$ cat src/design/chol_fixed_pkg.sv
package chol_fixed_pkg;

    // Number format
    // --------------------
    localparam int FX_W      = 32;
    localparam int FRAC_BITS = 16;                      // Q16.16
    localparam int EXT_W     = FX_W + FRAC_BITS;        // Operand shifted up by the fraction
    localparam int ROOT_W    = EXT_W / 2;               // Integer root of an EXT_W value

    // Matrix shape
    // --------------------
    localparam int MAT_N   = 5;
    localparam int TRI_LEN = MAT_N * (MAT_N + 1) / 2;   // Lower triangle with diagonal
    localparam int IDX_W   = $clog2(MAT_N);             // Row or column index

    typedef logic signed [FX_W-1:0]   fx_t;             // Signed Q16.16 element
    typedef logic signed [2*FX_W-1:0] acc_t;            // Signed Q32.32 sum of products

    // Row-major lower triangle, element (i,j) with i >= j
    typedef fx_t [TRI_LEN-1:0] tri_t;

    function automatic int tri_idx(input int row, input int col);
        return row * (row + 1) / 2 + col;
    endfunction

endpackage

$ cat src/design/chol_seq_pkg.sv
package chol_seq_pkg;

    typedef enum logic [2:0] {
        IDLE,
        DIAG_ACC,     // Residual of a diagonal element
        DIAG_SQRT,
        OFF_ACC,      // Residual of an element below the diagonal
        OFF_DIV,
        DONE
    } chol_state_t;

    typedef enum logic {
        LOAD,         // acc = load << FRAC_BITS
        MSUB          // acc = acc - a * b
    } mac_op_t;

    typedef struct packed {
        mac_op_t             op;
        chol_fixed_pkg::fx_t a;
        chol_fixed_pkg::fx_t b;
        chol_fixed_pkg::fx_t load;
    } mac_req_t;

    localparam int SQRT_CYCLES = 24;   // One root bit per cycle
    localparam int DIV_CYCLES  = 48;   // One quotient bit per cycle
    localparam int CNT_W       = 6;

endpackage

$ cat src/design/fx_mac.sv
`timescale 1ns/10ps

module fx_mac (
    input  logic                   clk,
    input  logic                   rst,
    input  chol_seq_pkg::mac_req_t req,
    input  logic                   en,
    output chol_fixed_pkg::fx_t    res
);
    import chol_fixed_pkg::*;
    import chol_seq_pkg::*;

    acc_t acc;   // Q32.32

    always_ff @(posedge clk) begin
        if (rst) begin
            acc <= '0;
        end else if (en) begin
            if (req.op == LOAD) begin
                acc <= acc_t'(req.load) <<< FRAC_BITS;   // Q16.16 up to Q32.32
            end else begin
                acc <= acc - acc_t'(req.a) * acc_t'(req.b);
            end
        end
    end

    // Back to Q16.16
    assign res = fx_t'(acc[EXT_W-1:FRAC_BITS]);

endmodule

$ cat config.mk
export PLATFORM = sky130hd
export DESIGN_NAME = fx_mac
export DESIGN_NICKNAME = d
export VERILOG_FILES = /design/src/design/chol_fixed_pkg.sv /design/src/design/chol_seq_pkg.sv /design/src/design/fx_mac.sv
export SDC_FILE = /design/constraint.sdc
export NUM_CORES = 2
export LEC_CHECK = 0
export BUFFER_PORTS_ARGS = -buffer_cell sky130_fd_sc_hd__buf_2
export CAP_MARGIN = 25
export CELL_PAD_IN_SITES_DETAIL_PLACEMENT = 0
export CELL_PAD_IN_SITES_GLOBAL_PLACEMENT = 1
export CORE_ASPECT_RATIO = 0.9
export CORE_MARGIN = 1
export CORE_UTILIZATION = 40
export CTS_CLUSTER_SIZE = 14
export DETAILED_ROUTE_END_ITERATION = 8
export GPL_TIMING_DRIVEN = 0
export MAX_ROUTING_LAYER = met4
export PLACE_DENSITY = 0.65
export SYNTH_ARGS = -nofsm -noshare
export SYNTH_HDL_FRONTEND = slang
export SYNTH_SLANG_ARGS = --single-unit
$ cat constraint.sdc
create_clock -name clk -period 22.9 [get_ports clk]
set_input_delay 3.435 -clock clk [delete_from_list [all_inputs] [get_ports clk]]
set_output_delay 3.435 -clock clk [all_outputs]
set_load 0.02 [all_outputs]
==> impl_metrics.toml <==
[outcome]
status = "complete, no violations"

[setup_path]
crit_buf_inv = 9
reg2reg_to = "acc[45]$_SDFFE_PP0P_"
cpPeakStageDelay_ns = 0.83
worstSetupPathType = "in -> reg"
cpLargestDelayFamily = "adder cells"
slowest_stage = "clkbuf_1"
path_common_cell = "fa_1"
critical_path.endpoint_type = "flip-flop"
path_depth = 28
ff2ff_path_depth = 23
worstPathArrival_ns = 12.99
critPathMaxFanout = 10
start_kind = "input port"
timing.reg2reg.setup_slack_ns = 15.37
crit_path_end = "acc[45]$_SDFFE_PP0P_"
reg2reg_from = "acc[27]$_SDFFE_PP0P_"
crit_required_ns = 23.14
crit_start = "req[83]"

[clock_tree]
ctsHoldBuffers = 0
cts.clk_slew.worst_paths_ns = 0.08
cts_resized = 0
clock_latency_ns = 0.34
postCtsSetupBuffers = 0
cts_tree = "built"
cts_num_sinks = 48
cts_max_path_buffers = 2
clockRootBuffer = "clkbuf_16"
numCtsBuffers = 5
htree_num_levels = 2

[timing]
slew_violations = 0
period_needed_ns = 12.75
max_slew.worst_pin.slew_ns = 1.161
timing.final.crit_share_pct = 55.67
max_freq_mhz = 78.44
grt_setup_unrepaired = "no"
slew_headroom_pct = 22.60
setup_tns_ns = 0
finalSetupViolations = 0
finalClockSkew_ns = 0.01548
finalHoldViolCount = 0

[die]
dieWidth_um = 306.8
die-area_sq_um = 84800
initial_core_util_pct = 40.45
die_h_um = 276.4
num_rows = 100
core_sq_um = 82700
pin_count = 132

[detailed_routing]
drt-wirelength-per-cell_um = 24.82
vias = 25030
drc = 0
wl_um = 123400
dr.pass1.iters = 7
drt-vias-per-instance = 5.033
first_iter_violations = 1890
ant_nets = 0

[placement]
placed_cell_area_sq_um = 35500
portBuffers = 121
dp_hpwl_um = 107400
gp_congestion = 1.004

[worst_hold_path]
hp-start = "acc[0]$_SDFFE_PP0P_"
hp-class = "reg -> reg"

[synthesis]
ys_warn_count = 0
yosys.area.top_type = "fa_1"
ys_top_cells_by_area = "fa_1 (53%), inv_1 (11%), ha_1 (7.9%)"
synthCells = 3713
yosys_register_bits = 48
netlist_area_sq_um = 33450
synth_top_area_share_pct = 53.14
syn_nets = 4912
ys_seq_area_share_pct = 2.872
synth_flop_cell = "dfxtp_1"
syn-mean-instance-area_sq_um = 9.010
synth.distinct_cells = 58
synth_edf_count = 0
async_reset_ff_share_pct = 0

[finish]
largest-register = "acc"
post-route-util_pct = 43.17
drive_above_1_share_pct = 4.653
final_cell_area_sq_um = 35700
reg_top3 = "acc: 48 flops"
layout.nets = 5045
largest_reg_flops = 48
area_delta_synth_final_pct = 6.713

[grt]
grt.total_usage_pct = 31.11
antenna_found_initial = 10
gr-total-overflow = 0
grt_first_pass_wirelength_um = 183300
grt_max_degree = 17
grt_pass1_vias = 26060

[run]
timing.max_cap.violations = 0
[per-layer routing]
metal / up-vias / part of all wire [%] / routed length, um / GRT usage (%)
met5: - / 0 / 0 / -
met4: 0 / 3.0 / 3671 / 7.244
met3: 124 / 8.1 / 9993 / 4.998
met2: 958 / 45 / 54940 / 46.04
met1: 13160 / 44 / 54840 / 44.64
li1: 10790 / - / - / -
[worst reg2reg max path: stages, from the launching register on]
cell	delay [ns]
dfxtp_1	0.57
ha_1	0.31
inv_1	0.08
fa_1	0.46
fa_1	0.57
fa_1	0.53
inv_1	0.06
fa_1	0.52
fa_1	0.50
inv_1	0.05
fa_1	0.48
inv_1	0.05
ha_1	0.31
and4_1	0.21
nand4_1	0.22
a21oi_1	0.10
o41ai_1	0.57
buf_2	0.31
and3_1	0.25
o22ai_1	0.22
a21o_1	0.24
a31oi_1	0.26
mux2_2	0.37
a211oi_1	0.22
[worst min-delay path by stage]
| stage | end | depth (start not counted) | slack [ns] |
|---|---|---|---|
| after floorplan | acc[0]$_SDFFE_PP0P_ | 2 | 0.45 |
| after global placement | acc[0]$_SDFFE_PP0P_ | 2 | 0.47 |
| after detailed placement | acc[0]$_SDFFE_PP0P_ | 2 | 0.48 |
| after CTS | acc[0]$_SDFFE_PP0P_ | 2 | 0.49 |
| after global routing | acc[0]$_SDFFE_PP0P_ | 2 | 0.50 |
| final | acc[0]$_SDFFE_PP0P_ | 2 | 0.49 |
[cells in the final DEF (no fill, tap or decap), drive strengths merged, types with 3 or more instances in the layout]
cell,instances
and3,5
o21a,6
nor3,11
a21o,17
nand2,519
or3,3
and2,392
dfxtp,48
fa,888
nand3,9
a21oi,56
xnor2,60
o21bai,6
xor2,24
buf,163
nand2b,12
nor2,63
mux2i,24
clkbuf,196
nor2b,35
diode,4
inv,991
a31oi,10
nand4,7
o211ai,4
o22ai,5
a21boi,5
a211oi,27
ha,211
a221oi,3
o21ai,22
[area by class of cell]
class	count	area, sq um
Fill cell	8415	47000
Multi-Input combinational cell	2447	27800
Inverter	990	3716
Tap cell	1122	1404
Buffer	228	978.4
Sequential cell	48	960.9
Timing Repair Buffer	126	660.6
Clock buffer	5	125.1
Clock inverter	3	46.29
Antenna cell	4	10.01
[cells by family after synthesis]
logic type | share of synthesized area [%]
multiplexers | 0.7517
XOR/XNOR | 2.199
adder cells (fa/ha/maj) | 61.03
AND/OR/NAND/NOR | 15.57
flip-flops | 2.872
AO/OA/AOI/OAI | 3.549
buffers and inverters | 14.03
[cell usage after synthesis, drive strengths merged, types with 3 or more instances]
| library cell | n |
|---|---|
| a21o | 17 |
| o22ai | 5 |
| ha | 211 |
| clkbuf | 191 |
| xor2 | 24 |
| nor3 | 11 |
| or3 | 3 |
| dfxtp | 48 |
| a221oi | 3 |
| xnor2 | 60 |
| nand2 | 519 |
| and3 | 5 |
| o21bai | 6 |
| nand4 | 7 |
| mux2i | 24 |
| nor2b | 35 |
| and2 | 392 |
| nand2b | 12 |
| o21ai | 22 |
| buf | 37 |
| a21boi | 5 |
| inv | 990 |
| a211oi | 27 |
| a31oi | 10 |
| fa | 888 |
| nand3 | 9 |
| o211ai | 4 |
| o21a | 6 |
| nor2 | 63 |
| a21oi | 56 |
[through the flow]
step	worst slack, ns	instances	hold slack (ns)
2_1_floorplan	12.20	3713	0.4503
3_3_place_gp	9.190	4956	0.4656
3_5_place_dp	9.810	4960	0.4756
4_1_cts	10.14	4968	0.4866
5_1_grt	9.941	4972	0.4987
6_report	10.15	4973	0.4876
Power is not shown: default switching activity piles up to over one toggle a cycle in this logic, so the estimate is an artifact.
