$ cat config.mk
export PLATFORM = sky130hd
export DESIGN_NAME = fx_div
export DESIGN_NICKNAME = d
export VERILOG_FILES = /design/src/design/chol_fixed_pkg.sv /design/src/design/chol_seq_pkg.sv /design/src/design/fx_div.sv
export SDC_FILE = /design/constraint.sdc
export NUM_CORES = 1
export LEC_CHECK = 0
export BUFFER_PORTS_ARGS = -buffer_cell sky130_fd_sc_hd__buf_2
export CORE_MARGIN = 3
export CORE_UTILIZATION = 50
export DETAILED_ROUTE_END_ITERATION = 12
export PLACE_DENSITY = 0.7
export SYNTH_ARGS = -nofsm -noshare
export SYNTH_HDL_FRONTEND = slang
export SYNTH_SLANG_ARGS = --single-unit
$ cat constraint.sdc
create_clock -name clk -period 6.2 [get_ports clk]
set_input_delay 0.62 -clock clk [delete_from_list [all_inputs] [get_ports clk]]
set_output_delay 0.62 -clock clk [all_outputs]
set_load 0.005 [all_outputs]
$ cat src/design/chol_fixed_pkg.sv
package chol_fixed_pkg;

    // Number format
    // --------------------
    localparam int FX_W      = 32;
    localparam int FRAC_BITS = 16;                      // Q16.16
    localparam int EXT_W     = FX_W + FRAC_BITS;        // Operand shifted up by the fraction
    localparam int ROOT_W    = EXT_W / 2;               // Integer root of an EXT_W value

    // Matrix shape
    // --------------------
    localparam int MAT_N   = 5;
    localparam int TRI_LEN = MAT_N * (MAT_N + 1) / 2;   // Lower triangle with diagonal
    localparam int IDX_W   = $clog2(MAT_N);             // Row or column index

    typedef logic signed [FX_W-1:0]   fx_t;             // Signed Q16.16 element
    typedef logic signed [2*FX_W-1:0] acc_t;            // Signed Q32.32 sum of products

    // Row-major lower triangle, element (i,j) with i >= j
    typedef fx_t [TRI_LEN-1:0] tri_t;

    function automatic int tri_idx(input int row, input int col);
        return row * (row + 1) / 2 + col;
    endfunction

endpackage

$ cat src/design/chol_seq_pkg.sv
package chol_seq_pkg;

    typedef enum logic [2:0] {
        IDLE,
        DIAG_ACC,     // Residual of a diagonal element
        DIAG_SQRT,
        OFF_ACC,      // Residual of an element below the diagonal
        OFF_DIV,
        DONE
    } chol_state_t;

    typedef enum logic {
        LOAD,         // acc = load << FRAC_BITS
        MSUB          // acc = acc - a * b
    } mac_op_t;

    typedef struct packed {
        mac_op_t             op;
        chol_fixed_pkg::fx_t a;
        chol_fixed_pkg::fx_t b;
        chol_fixed_pkg::fx_t load;
    } mac_req_t;

    localparam int SQRT_CYCLES = 24;   // One root bit per cycle
    localparam int DIV_CYCLES  = 48;   // One quotient bit per cycle
    localparam int CNT_W       = 6;

endpackage

$ cat src/design/fx_div.sv
`timescale 1ns/10ps

module fx_div (
    input  logic                clk,
    input  logic                rst,
    input  logic                start,
    input  chol_fixed_pkg::fx_t num,
    input  chol_fixed_pkg::fx_t den,
    output logic                done,
    output chol_fixed_pkg::fx_t quot
);
    import chol_fixed_pkg::*;
    import chol_seq_pkg::*;

    logic             busy;
    logic [CNT_W-1:0] cnt;
    logic             neg;        // Sign of the result
    logic [EXT_W-1:0] q;          // Dividend out at the top, quotient in at the bottom
    logic [FX_W:0]    rem;
    logic [FX_W-1:0]  d;          // Divisor magnitude

    logic [FX_W-1:0]  num_mag;
    logic [FX_W-1:0]  den_mag;
    logic [FX_W:0]    rem_sh;
    logic             fits;
    logic [FX_W-1:0]  q_low;

    assign num_mag = num[FX_W-1] ? -num : num;
    assign den_mag = den[FX_W-1] ? -den : den;
    assign rem_sh  = {rem[FX_W-1:0], q[EXT_W-1]};
    assign fits    = (rem_sh >= {1'b0, d});

    // Control
    // --------------------
    always_ff @(posedge clk) begin
        if (rst) begin
            busy <= 1'b0;
            cnt  <= '0;
            done <= 1'b0;
        end else begin
            done <= 1'b0;
            if (start) begin
                busy <= 1'b1;
                cnt  <= '0;
            end else if (busy) begin
                cnt <= cnt + 1'b1;
                if (cnt == CNT_W'(DIV_CYCLES - 1)) begin
                    busy <= 1'b0;
                    done <= 1'b1;
                end
            end
        end
    end

    // Restoring division on magnitudes
    // --------------------
    always_ff @(posedge clk) begin
        if (start) begin
            q   <= {num_mag, {FRAC_BITS{1'b0}}};     // Keeps Q16.16 scaling of the quotient
            rem <= '0;
            d   <= den_mag;
            neg <= num[FX_W-1] ^ den[FX_W-1];
        end else if (busy) begin
            q   <= {q[EXT_W-2:0], fits};
            rem <= fits ? rem_sh - {1'b0, d} : rem_sh;
        end
    end

    // Sign applied last, so the result truncates toward zero
    assign q_low = q[FX_W-1:0];
    assign quot  = neg ? fx_t'(-q_low) : fx_t'(q_low);

    a_no_start_busy: assert property (@(posedge clk) disable iff (rst) start |-> !busy);
    a_den_nonzero:   assert property (@(posedge clk) disable iff (rst) start |-> den != '0);

endmodule

==> results.cfg, run 1 <==
[setup_path]
cp.required_ps = 6470
crit_fanout = 49
start_kind = register
critPathTopFamily = compound AO/OA/AOI/OAI gates
end_kind = register
path_class = reg2reg
cp_num_buf_inv = 1
crit_cells = 11
critPathArrivalTime_ps = 4300
path_cells = inv_1, ha_1, nor2b_1, o2111ai_1, a2111oi_0, nor4b_2, o21ai_1, nand2_2, mux2_2, mux2i_1, nor2_1
cp_slowest_cell = a2111oi_0
critical-path-max-stage-delay_ps = 1010
r2r_cells = 11

[global_routing]
busiest_layer = met2
use_met1 = 0.289
antenna_found_initial = 0
met2_usage = 0.301
grt_pass1_wl_um = 29400
grt_overflow = 0
grt_start_max_net_pins = 74
grt_use_met3 = 0.0424
first_global_vias = 6102
track_usage = 0.200

[placed_design]
dpl.hpwl_um = 12600
port_buffers = 99
postPlaceCellArea_mm2 = 0.00883
pre_cts_slack_ps = 2240
placed_cells_incl_taps = 1179
place_congestion = 0.924

[power]
p_per_area_mw_per_mm2 = 253
ir_worst_vdd_mv = 0.178
p_leak_nw = 3.92

[cts]
htree_levels = 4
post_cts_buffers = 0
numCtsBuffers = 17
clkSinkCount = 121
tritoncts = done
ctsResizeCount = 0
root_buffer = clkbuf_16
clkLatencyLatePin_ps = 420
path_clk_slew_ps = 50
clk_path_buf_depth = 2
cts_hold_buf = 0

[layout]
final_nets = 1086
layout-drive-gt1-share = 0.154
stdcell_count = 1211
antennaDiodeCount = 0
syn_to_final_growth_pct = 14.8
stdcell_area_mm2 = 0.00940
final_util = 0.590

[synthesis]
synthCells = 898
synth-seq-cells = 121
ys_seq_area_frac = 0.375
ys.warnings.count = 0
syn_nets = 1002
synth_flop_cell = edfxtp_1
async_flop_share = 0
syn_area_mm2 = 0.00819
avgSynthCellArea_um2 = 9.12
synth.distinct_cells = 63
synth_edf_count = 65

[sta]
rsz0062_at_grt = false
worstMarginPinSlew_ps = 1110
skew_ps = 9.54
min_period_over_period = 0.651
fin_setup_tns_ps = 0
max_slew_margin = 0.238
fin_ws_ps = 2160
finalSetupViolations = 0
fmax_mhz = 248
maxSlewViolCount = 0
final_hold_viol_count = 0
fin_crit_ps = 4040

[die]
io_pins = 100
fp.dieH_um = 134
rows = 46
coreArea_mm2 = 0.0159
fp.dieW_um = 134
start_util = 0.514
die_area_mm2 = 0.0179

[route]
first_pass_iters = 5
drt_iter0_markers = 377
drc = 0
viasPerCell = 5.55
via_count = 6724
routedWlPerCell_um = 14.5
drt_wl_total_um = 17500
postRouteAntennaNets = 0

[worst_hold_path]
min_path_cells = 2
hp-class = in2reg

[status]
status = completed

[flow_run]
cap_violations = 0
-- worst paths after layout --
check	from	end	slack, ps
setup / recovery	d[1]$_DFFE_PP_	rem[14]$_SDFFE_PP0P_	2160
hold / removal	rst	busy$_SDFF_PP0_	370
setup reg to reg	d[1]$_DFFE_PP_	rem[14]$_SDFFE_PP0P_	2160
hold reg to reg	rem[2]$_SDFFE_PP0P_	rem[2]$_SDFFE_PP0P_	490
-- layer usage --
| metal | wire length, um | up-vias | share of wire |
|---|---|---|---|
| li1 | - | 3454 | - |
| met1 | 8590 | 3081 | 0.49 |
| met2 | 7800 | 170 | 0.44 |
| met3 | 909 | 19 | 0.052 |
| met4 | 241 | 0 | 0.014 |
| met5 | 0 | - | 0 |
-- report_power, final --
group	internal, mW	switching [mW]	total, mW
sequential	0.915	0.0421	0.958
combinational	0.217	0.261	0.479
clock	0.604	0.337	0.940
total	1.74	0.640	2.38
-- flip-flops by register name, indices dropped and copies added, names as in the netlist --
| name | count |
|---|---|
| d | 32 |
| q | 48 |
| cnt | 6 |
| busy | 1 |
| neg | 1 |
| rem | 32 |
| done | 1 |
-- synth_stat cells (14+ instances only) --
cell type | number | share of area
a211oi_1 | 21 | 0.019
a21o_1 | 17 | 0.016
a21oi_1 | 52 | 0.032
a22o_1 | 30 | 0.032
clkbuf_1 | 29 | 0.013
dfxtp_1 | 56 | 0.14
edfxtp_1 | 65 | 0.24
ha_1 | 36 | 0.055
inv_1 | 53 | 0.024
mux2i_1 | 30 | 0.037
nand2_1 | 73 | 0.033
nor2_1 | 77 | 0.035
o21ai_0 | 55 | 0.034
o31ai_1 | 25 | 0.023
xnor2_1 | 106 | 0.11
xor2_1 | 14 | 0.015
-- area by class of cell --
class                   count  area [um2]
clock inverters             8        66.3
flip-flops and latches    121        3070
inverters                  53         199
multi-input cells         685        4750
well taps                 216         270
clock buffers              24         504
repair buffers            104         536
fillers                  1437        6540
-- cell usage in the layout, fill, tap and decap left out, drive strengths merged, types with 5 or more instances in the layout --
cell,instances
xnor2,106
buf,104
nor2,77
nand2,73
edfxtp,65
o21ai,56
dfxtp,56
inv,53
a21oi,52
ha,36
a22o,30
mux2i,30
o31ai,25
clkbuf,24
a211oi,21
a21o,17
xor2,14
nor3,14
or4,14
nand3,13
o41ai,13
nor4,12
nand2b,9
nand4,9
or3,8
clkinv,6
and3,5
nor2b,5
-- per-stage QoR --
step                      hold WS (ps)  total power [mW]
after floorplan                    448              1.30
after global placement             476              1.44
after detailed placement           485              1.45
after CTS                          344              2.40
after global routing               369              2.50
final                              366              2.38
-- cells by family after synthesis --
family                     share of synthesized area
xor gates and xnor gates                       0.128
muxes                                         0.0394
AOI/OAI and AO/OA                              0.201
DFF                                            0.375
adders and majority gates                     0.0575
buffers and inverters                         0.0448
and+or+nand+nor                                0.153
Power figures use the tool's default switching activity.
==> run 2, diff against run 1 <==
clock period = 4 ns   (was 6.2 ns; I/O delays follow)
==> run 2 against run 1 <==
Against the previous run: global-route usage down 0.48 points; die area unchanged; clock power up 54%; cell count up 0.41%; total power up 55%; routed wire length down 0.73%; register-to-register slack worse by 1600 ps; non-clock buffer count up 5.
==> results.cfg, run 2 (synthesized netlist as in run 1, its figures left out) <==
[power]
power_mw = 3.68
p_leak_nw = 3.94
p_per_area_mw_per_mm2 = 390
ir_worst_vdd_mv = 0.359

[route]
drt_wl_total_um = 17400
via_count = 6715
drc = 0
viasPerCell = 5.52
first_pass_iters = 4
routedWlPerCell_um = 14.3
drt_iter0_markers = 317
postRouteAntennaNets = 0

[status]
status = completed

[sta]
skew_ps = 6.64
worstMarginPinSlew_ps = 898
finalSetupViolations = 0
fmax_mhz = 271
maxSlewViolCount = 0
final_hold_viol_count = 0
fin_ws_ps = 306
max_slew_margin = 0.401
min_period_over_period = 0.924
fin_setup_tns_ps = 0
rsz0062_at_grt = false
fin_crit_ps = 3690

[setup_path]
crit_fanout = 6
r2r_cells = 11
critPathTopFamily = simple AND/OR/NAND/NOR gates
reg2reg_setup_slack_ps = 520
cp_slowest_cell = or4_4
timing.rr.end = rem[8]$_SDFFE_PP0P_
cp_num_buf_inv = 1
start_kind = register
cp.required_ps = 3600
path_class = reg2out
path_cells = nor3_2, nand3b_1, nand2b_1, or3_1, nand2b_1, or4_4, or3_1, o21ai_0, xnor2_1, buf_2
critPathArrivalTime_ps = 3290
end_kind = primary output
critical-path-max-stage-delay_ps = 450
r2r-start = d[24]$_DFFE_PP_

[layout]
syn_to_final_growth_pct = 15.2
layout-drive-gt1-share = 0.157
mostFrequentLayoutCell = xnor2_1
layout_common_cells = xnor2_1 (106), buf_2 (98), nor2_1 (76)
n_fill_cell = 1453
top_register = q
ff_latch_area_mm2 = 0.00307
antennaDiodeCount = 0
multi_input_area_mm2 = 0.00475
final_nets = 1091
stdcell_area_mm2 = 0.00943
largestRegisters = q x48, d x32, rem x32
largest_reg_flops = 48

[worst_hold_path]
whs_endpoint = busy$_SDFF_PP0_
worstHoldStart = rst
min_path_cells = 2
hp-class = in2reg

[cts]
post_cts_buffers = 0
path_clk_slew_ps = 50
cts_hold_buf = 0
tritoncts = done
ctsResizeCount = 0
clkLatencyLatePin_ps = 410
root_buffer = clkbuf_16
clkSinkCount = 121
htree_levels = 4
clk_path_buf_depth = 2
numCtsBuffers = 17

[die]
fp.dieH_um = 134
start_util = 0.514
io_pins = 100
rows = 46
die_area_mm2 = 0.0179
coreArea_mm2 = 0.0159
fp.dieW_um = 134

[flow_run]
cap_violations = 0

[global_routing]
antenna_found_initial = 0
grt_pass1_wl_um = 28900
first_global_vias = 6104
track_usage = 0.195
grt_start_max_net_pins = 57
grt_overflow = 0

[placed_design]
place_congestion = 0.919
port_buffers = 99
pre_cts_slack_ps = 618
postPlaceCellArea_mm2 = 0.00887
dpl.hpwl_um = 12700
==> run 2: area by class of cell <==
class | count | share of cell area
Sequential cell | 121 | 0.326
Multi-Input combinational cell | 685 | 0.504
Tap cell | 216 | 0.0287
Inverter | 53 | 0.0211
Timing Repair Buffer | 109 | 0.0608
Clock buffer | 21 | 0.0488
Clock inverter | 11 | 0.0109
==> run 2: worst max-delay path by stage <==
stage | start | end | depth (start not counted)
floorplan | q[10]$_SDFFE_PP0P_ | quot[30] | 7
global placement | d[24]$_DFFE_PP_ | rem[1]$_SDFFE_PP0P_ | 12
detailed placement | d[24]$_DFFE_PP_ | rem[1]$_SDFFE_PP0P_ | 12
CTS | q[2]$_SDFFE_PP0P_ | quot[28] | 10
global route | q[0]$_SDFFE_PP0P_ | quot[28] | 11
finish | q[2]$_SDFFE_PP0P_ | quot[28] | 10
==> run 2: worst register-to-register path: stages, from the launching register on <==
cell       delay (ps)
edfxtp_1          350
inv_1             100
ha_1              310
a2111oi_0         610
o2111ai_1         190
and3_1            240
nor4b_2           480
o21ai_1           180
nand2_2           300
buf_4             280
a21oi_1            90
a211oi_1          270
==> run 2: routing by layer <==
metal | routed length (um) | track usage
met1 | 8530 | 0.271
met2 | 7830 | 0.312
met3 | 788 | 0.0319
met4 | 255 | 0.0623
met5 | 0 | 0
==> run 2: metrics by stage <==
| step | cells | util | hold slack (ps) |
|---|---|---|---|
| 3_5_place_dp | 1184 | 0.556 | 485 |
| 5_1_grt | 1216 | 0.592 | 148 |
| 2_1_floorplan | 898 | - | 448 |
| 4_1_cts | 1216 | 0.592 | 135 |
| 6_report | 1216 | 0.592 | 147 |
| 3_3_place_gp | 1184 | 0.556 | 479 |
==> run 2: power by group <==
part | switching [mW] | total, mW | internal [mW]
clock | 0.521 | 1.45 | 0.934
combinational | 0.393 | 0.730 | 0.337
sequential | 0.0757 | 1.49 | 1.42
