`config.mk`:
```
export PLATFORM = sky130hd
export DESIGN_NAME = fx_sqrt
export DESIGN_NICKNAME = d
export VERILOG_FILES = /design/src/design/chol_fixed_pkg.sv /design/src/design/chol_seq_pkg.sv /design/src/design/fx_sqrt.sv
export SDC_FILE = /design/constraint.sdc
export NUM_CORES = 1
export LEC_CHECK = 0
export ABC_CLOCK_PERIOD_IN_PS = 3440
export BUFFER_PORTS_ARGS = -buffer_cell sky130_fd_sc_hd__buf_2
export CAP_MARGIN = 15
export CORE_UTILIZATION = 58
export CTS_CLUSTER_DIAMETER = 50
export CTS_CLUSTER_SIZE = 14
export DETAILED_ROUTE_END_ITERATION = 6
export PLACE_DENSITY = 0.91
export SYNTH_ARGS = -nofsm -noshare
export SYNTH_HDL_FRONTEND = slang
export SYNTH_SLANG_ARGS = --single-unit
```
`constraint.sdc`:
```
create_clock -name clk -period 3.44 [get_ports clk]
set_input_delay 0.172 -clock clk [delete_from_list [all_inputs] [get_ports clk]]
set_output_delay 0.172 -clock clk [all_outputs]
set_load 0.05 [all_outputs]
```
`src/design/chol_fixed_pkg.sv`:
```
package chol_fixed_pkg;

    // Number format
    // --------------------
    localparam int FX_W      = 32;
    localparam int FRAC_BITS = 16;                      // Q16.16
    localparam int EXT_W     = FX_W + FRAC_BITS;        // Operand shifted up by the fraction
    localparam int ROOT_W    = EXT_W / 2;               // Integer root of an EXT_W value

    // Matrix shape
    // --------------------
    localparam int MAT_N   = 5;
    localparam int TRI_LEN = MAT_N * (MAT_N + 1) / 2;   // Lower triangle with diagonal
    localparam int IDX_W   = $clog2(MAT_N);             // Row or column index

    typedef logic signed [FX_W-1:0]   fx_t;             // Signed Q16.16 element
    typedef logic signed [2*FX_W-1:0] acc_t;            // Signed Q32.32 sum of products

    // Row-major lower triangle, element (i,j) with i >= j
    typedef fx_t [TRI_LEN-1:0] tri_t;

    function automatic int tri_idx(input int row, input int col);
        return row * (row + 1) / 2 + col;
    endfunction

endpackage

```
`src/design/chol_seq_pkg.sv`:
```
package chol_seq_pkg;

    typedef enum logic [2:0] {
        IDLE,
        DIAG_ACC,     // Residual of a diagonal element
        DIAG_SQRT,
        OFF_ACC,      // Residual of an element below the diagonal
        OFF_DIV,
        DONE
    } chol_state_t;

    typedef enum logic {
        LOAD,         // acc = load << FRAC_BITS
        MSUB          // acc = acc - a * b
    } mac_op_t;

    typedef struct packed {
        mac_op_t             op;
        chol_fixed_pkg::fx_t a;
        chol_fixed_pkg::fx_t b;
        chol_fixed_pkg::fx_t load;
    } mac_req_t;

    localparam int SQRT_CYCLES = 24;   // One root bit per cycle
    localparam int DIV_CYCLES  = 48;   // One quotient bit per cycle
    localparam int CNT_W       = 6;

endpackage

```
`src/design/fx_sqrt.sv`:
```
`timescale 1ns/10ps

module fx_sqrt (
    input  logic                clk,
    input  logic                rst,
    input  logic                start,
    input  chol_fixed_pkg::fx_t rad,
    output logic                done,
    output chol_fixed_pkg::fx_t root
);
    import chol_fixed_pkg::*;
    import chol_seq_pkg::*;

    logic              busy;
    logic [CNT_W-1:0]  cnt;
    logic [EXT_W-1:0]  x;         // Radicand pairs, MSB first
    logic [ROOT_W+1:0] rem;
    logic [ROOT_W-1:0] q;         // Partial root

    logic [ROOT_W+1:0] rem_sh;
    logic [ROOT_W+1:0] trial;
    logic              fits;

    assign rem_sh = {rem[ROOT_W-1:0], x[EXT_W-1 -: 2]};  // Bring down next pair
    assign trial  = {q, 2'b01};                          // 4q + 1
    assign fits   = (rem_sh >= trial);

    // Control
    // --------------------
    always_ff @(posedge clk) begin
        if (rst) begin
            busy <= 1'b0;
            cnt  <= '0;
            done <= 1'b0;
        end else begin
            done <= 1'b0;
            if (start) begin
                busy <= 1'b1;
                cnt  <= '0;
            end else if (busy) begin
                cnt <= cnt + 1'b1;
                if (cnt == CNT_W'(SQRT_CYCLES - 1)) begin
                    busy <= 1'b0;
                    done <= 1'b1;
                end
            end
        end
    end

    // Datapath
    // --------------------
    always_ff @(posedge clk) begin
        if (start) begin
            x   <= (rad > 0) ? {rad, {FRAC_BITS{1'b0}}} : '0;   // Non-positive gives 0
            rem <= '0;
            q   <= '0;
        end else if (busy) begin
            x <= x << 2;
            if (fits) begin
                rem <= rem_sh - trial;
                q   <= {q[ROOT_W-2:0], 1'b1};
            end else begin
                rem <= rem_sh;
                q   <= {q[ROOT_W-2:0], 1'b0};
            end
        end
    end

    assign root = fx_t'({{(FX_W - ROOT_W){1'b0}}, q});

    a_no_start_busy: assert property (@(posedge clk) disable iff (rst) start |-> !busy);

endmodule

```
==> metrics, run 1 <==
worst slew pin tran=~0.71 ns; Residual DRC=0; Max Freq=0.3173 GHz; drt wl/cell=roughly 17 um; Initial Util=0.6070; cts repair resizes=0; initial antenna violation count=0; relative slew slack=0.5276; CTS Buf Count=9; diode count=0; met2 wire length=roughly 5.6 mm; router iterations before antenna repair=5; Tot GR Track Use=0.2700; top layer in use=met4; Inst Count DP=between 600 and 700; Syn Std Cell Area=around 0.005 mm^2; CTS root buf=clkbuf_8; reg2reg setup slack=0.29 ns; Via-to-Cell Ratio=approximately 6.2; crit path DAT=roughly 3.4 ns; YS warnings=0; minimum clock period=approximately 3.2 ns; Fill cells=636; most frequent cell after synthesis=nor2_1; Req. time, crit path=3.70 ns; post-CTS setup buffers=0; fraction of registers with async set/reset=0; r2r endpoint=rem[23]; largest net degree at the start of global routing=50; Setup Skew=0.01059 ns; drt total wl=approximately 12 mm; Die W=between 90 and 100 um; FF+latch count, synth=slightly below 90; max-slew violation count=0; Max IR drop VDD=~0.41 mV; clock slew at reported path FFs=around 0.1 ns; Worst Hold Class=input port to flop; Die Ht=about 95 um; row count=33; WHS Path Cells=2; # nets final=approximately 640; post-synthesis cell count=525; largest cells by area after synthesis=dfxtp_1 22%, edfxtp_1 19%, mux2i_1 7.7%; ANT nets after route=0; # clock sinks=88; Startpoint Class=flop; vias in the first global route=~4000; hold buffer count at cts=1; Worst Setup Path Type=flop to flop; r2r worst-path depth=10; first-pass GRT wire length=18.72 mm; I/O Pins=68; Non-Filler Instances=roughly 690; Worst-Skew Late Latency=around 0.38 ns; Hold Crit Start=rad[0]; post-synthesis sequential area ratio=0.4133; outcome=complete, no violations; DIE AREA=0.009062 mm^2; M1 wire length=5.003 mm; Max-Cap Viols=0; fin crit share=0.9161; Synth-to-Final Area Change=10.98%; Distinct cells, synth=64; CORE AREA=between 0.008 and 0.009 mm^2; Worst Hold End=x[16]; top cell type's share of synthesized area=0.2226; Leak=~0.0024 uW; final setup margin=between 0.2 and 0.3 ns; clock buffer depth=2; largest area contributor in the synthesized netlist=dfxtp_1; drt first-iter violations=~330; grt ovf=0; top_reg_cell synth=dfxtp_1; reg2reg start=q[15]; unrepaired setup endpoints after global routing=no; Crit Path Max Fanout=13; metal3 WL=approximately 780 um; gpl congestion=slightly above 0.9; PD cells=around 620 mW/mm^2; synth cell count leaders=62 x nor2_1, 56 x dfxtp_1, 39 x mux2i_1, 35 x inv_1; CTS tree=done; average cell area after synthesis=9.595 um^2; final hold vios=0; setup violators final=0; total chip power=around 3500 uW; dpl hpwl=approximately 8 mm; share of cells above drive strength 1=0.1756; worst slack, placed=roughly 0.6 ns; setup_tns=0 ns; port buffer count=59; via count=4242; Post-synth EDFFs=32; Worst Setup End Kind=flop; H-Tree Depth=3
-- cell usage in the layout, fill, tap and decap left out, types with 6 or more instances in the layout --
cell,count
xor2_1,9
nor2_1,62
dfxtp_1,55
xnor2_1,15
inv_1,35
a21oi_1,23
ha_1,27
buf_4,6
a21o_1,8
nand4_1,7
a211oi_1,19
nand2_1,32
mux2i_1,39
buf_2,59
conb_1,8
o21ai_0,14
a22o_1,29
nor4_1,9
clkbuf_8,9
edfxtp_1,32
-- routing by layer --
| layer | global-route usage | vias to the layer above |
|---|---|---|
| li1 | - | 1990 |
| met1 | 0.3505 | 2013 |
| met2 | 0.4268 | 199 |
| met3 | 0.07257 | 40 |
| met4 | 0.1061 | 0 |
| met5 | 0 | - |
-- state kept, by name, summed over array words and instances (netlist names) --
| signal | flops |
|---|---|
| cnt | 6 |
| x | 32 |
| q | 24 |
| done | 1 |
| rem | 24 |
| busy | 1 |
-- cell type report --
type                            instances  area, um^2  share of cell area
Inverter                               35       131.4             0.02350
Tap cell                              105       131.4             0.02350
Clock inverter                          7       85.08             0.01522
Sequential cell                        88        2083              0.3727
Clock buffer                            9       123.9             0.02216
Multi-Input combinational cell        375        2665              0.4767
Timing Repair Buffer                   67       370.4             0.06625
-- cells by family (layout without fill, tap and decap cells) --
| kind of cell | Yosys count | count (layout) | synth area share |
|---|---|---|---|
| other cells | 1 | 8 | 0.0007444 |
| xor+xnor | 24 | 24 | 0.04173 |
| mux | 39 | 39 | 0.07750 |
| flops | 88 | 88 | 0.4133 |
| compound gates | 130 | 130 | 0.1972 |
| fa+ha+maj | 27 | 27 | 0.06706 |
| simple gates | 147 | 147 | 0.1386 |
| buf+inv | 69 | 118 | 0.06383 |
-- per-stage QoR --
stage               utilization  area (um^2)  hold WS, ns
floorplan                     -         5064       0.2444
global placement         0.6472         5371       0.3514
detailed placement       0.6472         5371       0.3603
CTS                      0.6736         5590      0.07160
global route             0.6736         5590      0.06833
finish                   0.6736         5590      0.08513
-- where the power goes --
part	internal [uW]	leakage, uW	switching (uW)	total, uW
sequential	1180	0.000794	75.5	1250
combinational	622	0.00146	835	1460
clock	351	0.000100	427	778
-- critical path, cell delays in order (launching register included) --
cell and delay [ns]:
dfxtp_1 0.38, inv_1 0.06, ha_1 0.42, and3_1 0.31, nand4_1 0.15, nor4_1 0.35
a21oi_1 0.21, a21oi_4 0.48, buf_12 0.22, nand2_1 0.07, a311oi_1 0.37
-- worst max path at each step --
stage,depth (start not counted),from,to
final,10,q[15],rem[23]
after global placement,11,q[3],rem[7]
after global routing,10,q[15],rem[23]
after floorplan,10,q[0],rem[22]
after CTS,10,q[15],rem[23]
after detailed placement,10,q[0],rem[17]
Note: power is estimated with default switching activity, not from simulation.
==> run 2: changes to the inputs <==
--- a/config.mk
+++ b/config.mk
@@ -5,14 +5,15 @@
 export SDC_FILE = /design/constraint.sdc
 export NUM_CORES = 1
 export LEC_CHECK = 0
-export ABC_CLOCK_PERIOD_IN_PS = 3440
+export ABC_CLOCK_PERIOD_IN_PS = 2800
 export BUFFER_PORTS_ARGS = -buffer_cell sky130_fd_sc_hd__buf_2
 export CAP_MARGIN = 15
-export CORE_UTILIZATION = 58
+export CORE_UTILIZATION = 52
 export CTS_CLUSTER_DIAMETER = 50
 export CTS_CLUSTER_SIZE = 14
 export DETAILED_ROUTE_END_ITERATION = 6
-export PLACE_DENSITY = 0.91
+export PLACE_DENSITY = 0.87
 export SYNTH_ARGS = -nofsm -noshare
 export SYNTH_HDL_FRONTEND = slang
 export SYNTH_SLANG_ARGS = --single-unit
+export TNS_END_PERCENT = 50
==> constraint.sdc (replaced) <==
create_clock -name clk -period 2.8 [get_ports clk]
set_input_delay 0.14 -clock clk [delete_from_list [all_inputs] [get_ports clk]]
set_output_delay 0.14 -clock clk [all_outputs]
set_load 0.05 [all_outputs]
==> metrics, run 2 (synthesis results as in run 1) <==
Initial Util=0.5400 (-0.06692); r2r endpoint=rem[14]; # nets final=646 (+1.3%); Req. time, crit path=3.03 ns (-0.67 ns); Die W=100.4 um (+5.5%); # clock sinks=88 (unchanged); post-placement cell area=0.005466 mm^2 (+1.8%); critical path's slowest cell=ha_1; Critical Path Max Stage Delay=0.43 ns (-0.05 ns); Worst Setup End Kind=flop; Die Ht=100.4 um (+5.5%); delay-heaviest family, CP=compound AO/OA/AOI/OAI gates; Synth-to-Final Area Change=13.56%; vias in the first global route=3954 (-0.85%); Largest regs=x: 32 flops, q: 24 flops, rem: 24 flops; WHS Path Cells=2 (unchanged); initial antenna violation count=0 (unchanged); Tot GR Track Use=0.2316 (-0.03847); most common cell after layout, fill and taps aside=nor2_1; clock slew at reported path FFs=0.10 ns (about the same); Worst-Skew Late Latency=0.37 ns (about the same); I/O Pins=68 (unchanged); share of cells above drive strength 1=0.2020 (+0.02648); grt ovf=0 (unchanged); first-pass GRT wire length=18.51 mm (-1.1%); Residual DRC=0 (unchanged); crit path DAT=2.90 ns (-0.51 ns); fin util=0.6133 (-0.06032); Max IR drop VDD=0.3550 mV (-12%); Most flops, register=x; Crit Path Max Fanout=18 (+5); max-slew violation count=0 (unchanged); CTS Buf Count=9 (unchanged); CTS tree=done; Startpoint Class=flop; Largest register FFs=32 (unchanged); router iterations before antenna repair=4 (-1); Worst Hold Class=input port to flop; Worst Setup Path Type=flop to flop; row count=35 (+6.1%); worst slew pin tran=0.5803 ns (-0.1283 ns); diode count=0 (unchanged); largest net degree at the start of global routing=50 (unchanged); total chip power=4313 uW (+24%); via count=4148 (-2.2%); final instance area=0.005720 mm^2 (+2.3%); final hold vios=0 (unchanged); most frequent cells in the layout=62 x nor2_1, 59 x buf_2, 51 x dfxtp_1, 39 x mux2i_1, 35 x inv_1; Hold Crit Start=rad[22]; Fill cells=774 (+22%); Multi-input gate area=0.002708 mm^2 (+1.6%); reg2reg setup slack=0.13 ns (-0.16 ns); port buffer count=59 (unchanged); drt wl/cell=15.28 um (-11%); dpl hpwl=7.913 mm (-2.0%); PD cells=754.0 mW/mm^2 (+21%); Max-Cap Viols=0 (unchanged); Max Freq=0.3739 GHz (+18%); unrepaired setup endpoints after global routing=yes; relative slew slack=0.6131 (+0.08551); Setup Skew=0.01130 ns (+0.0007134 ns); minimum clock period=2.675 ns (-0.4767 ns); gpl congestion=0.8896 (-3.0%); reg2reg start=q[3]; ANT nets after route=0 (unchanged); fin crit share=0.9553 (+0.03916); drt total wl=10.97 mm (-6.3%); WP buf/inv=2 (unchanged); setup violators final=0 (unchanged); H-Tree Depth=3 (unchanged); clock buffer depth=2 (unchanged); outcome=complete, no violations; setup_tns=0 ns (unchanged); Leak=0.002401 uW (+1.9%); Via-to-Cell Ratio=5.777 (-6.6%); DIE AREA=0.01009 mm^2 (+11%); drt first-iter violations=204 (-38%); CTS root buf=clkbuf_8; Seq. cell area=0.002088 mm^2 (+0.24%); r2r worst-path depth=11 (+1); Worst Hold End=x[38]; CP Depth=11 (+1); CORE AREA=0.009328 mm^2 (+12%); CP Cell Sequence=inv_1, ha_1, and4_1, o311a_2, o31ai_4, a211oi_4, nor2_4, a21oi_4, buf_12, mux2i_1, a211oi_1
run 2: per-stage QoR:
| stage | hold WS (ns) | worst slack, ns | instances |
|---|---|---|---|
| after detailed placement | 0.3174 | 0.09033 | 701 |
| final | 0.06317 | 0.1251 | 718 |
| after floorplan | 0.2124 | 0.03036 | 532 |
| after CTS | 0.04843 | 0.01621 | 718 |
| after global routing | 0.05423 | -0.02062 | 718 |
| after global placement | 0.3036 | 0.1858 | 701 |
run 2: routing by layer:
metal  wire (um)  track usage
met1        4844       0.2966
met2        5177       0.3783
met3         635      0.04875
met4         312       0.1003
met5           0            0
run 2: cell type report:
class | count | area share
multi-input combinational | 375 | 0.4733
sequential | 88 | 0.3650
timing repair buffer | 75 | 0.07524
tap | 129 | 0.02822
inverter | 35 | 0.02297
clock buffer | 9 | 0.02165
clock inverter | 7 | 0.01356
run 2: what timing repair did:
| action | 4_1_cts | 5_1_grt |
|---|---|---|
| gates resized for setup | 0 | 8 |
| endpoints found under the setup margin | 0 | 17 |
| buffers inserted | 0 | 0 |
| hold endpoints to repair | 1 | 0 |
| hold buffers | 1 | 0 |
run 2: where the power goes:
part	switching, uW	leakage [uW]	internal, uW
clock network	499	0.000102	421
registers	90.5	0.000796	1450
logic	1020	0.00150	831
total	1610	0.00240	2700
run 2: worst max-delay path by stage:
stage,from,end,slack (ns)
finish,q[3],rem[14],0.13
detailed placement,q[3],rem[21],0.09
global route,q[0],rem[19],-0.02
floorplan,q[9],rem[22],0.03
CTS,q[3],rem[21],0.02
global placement,q[0],rem[22],0.19
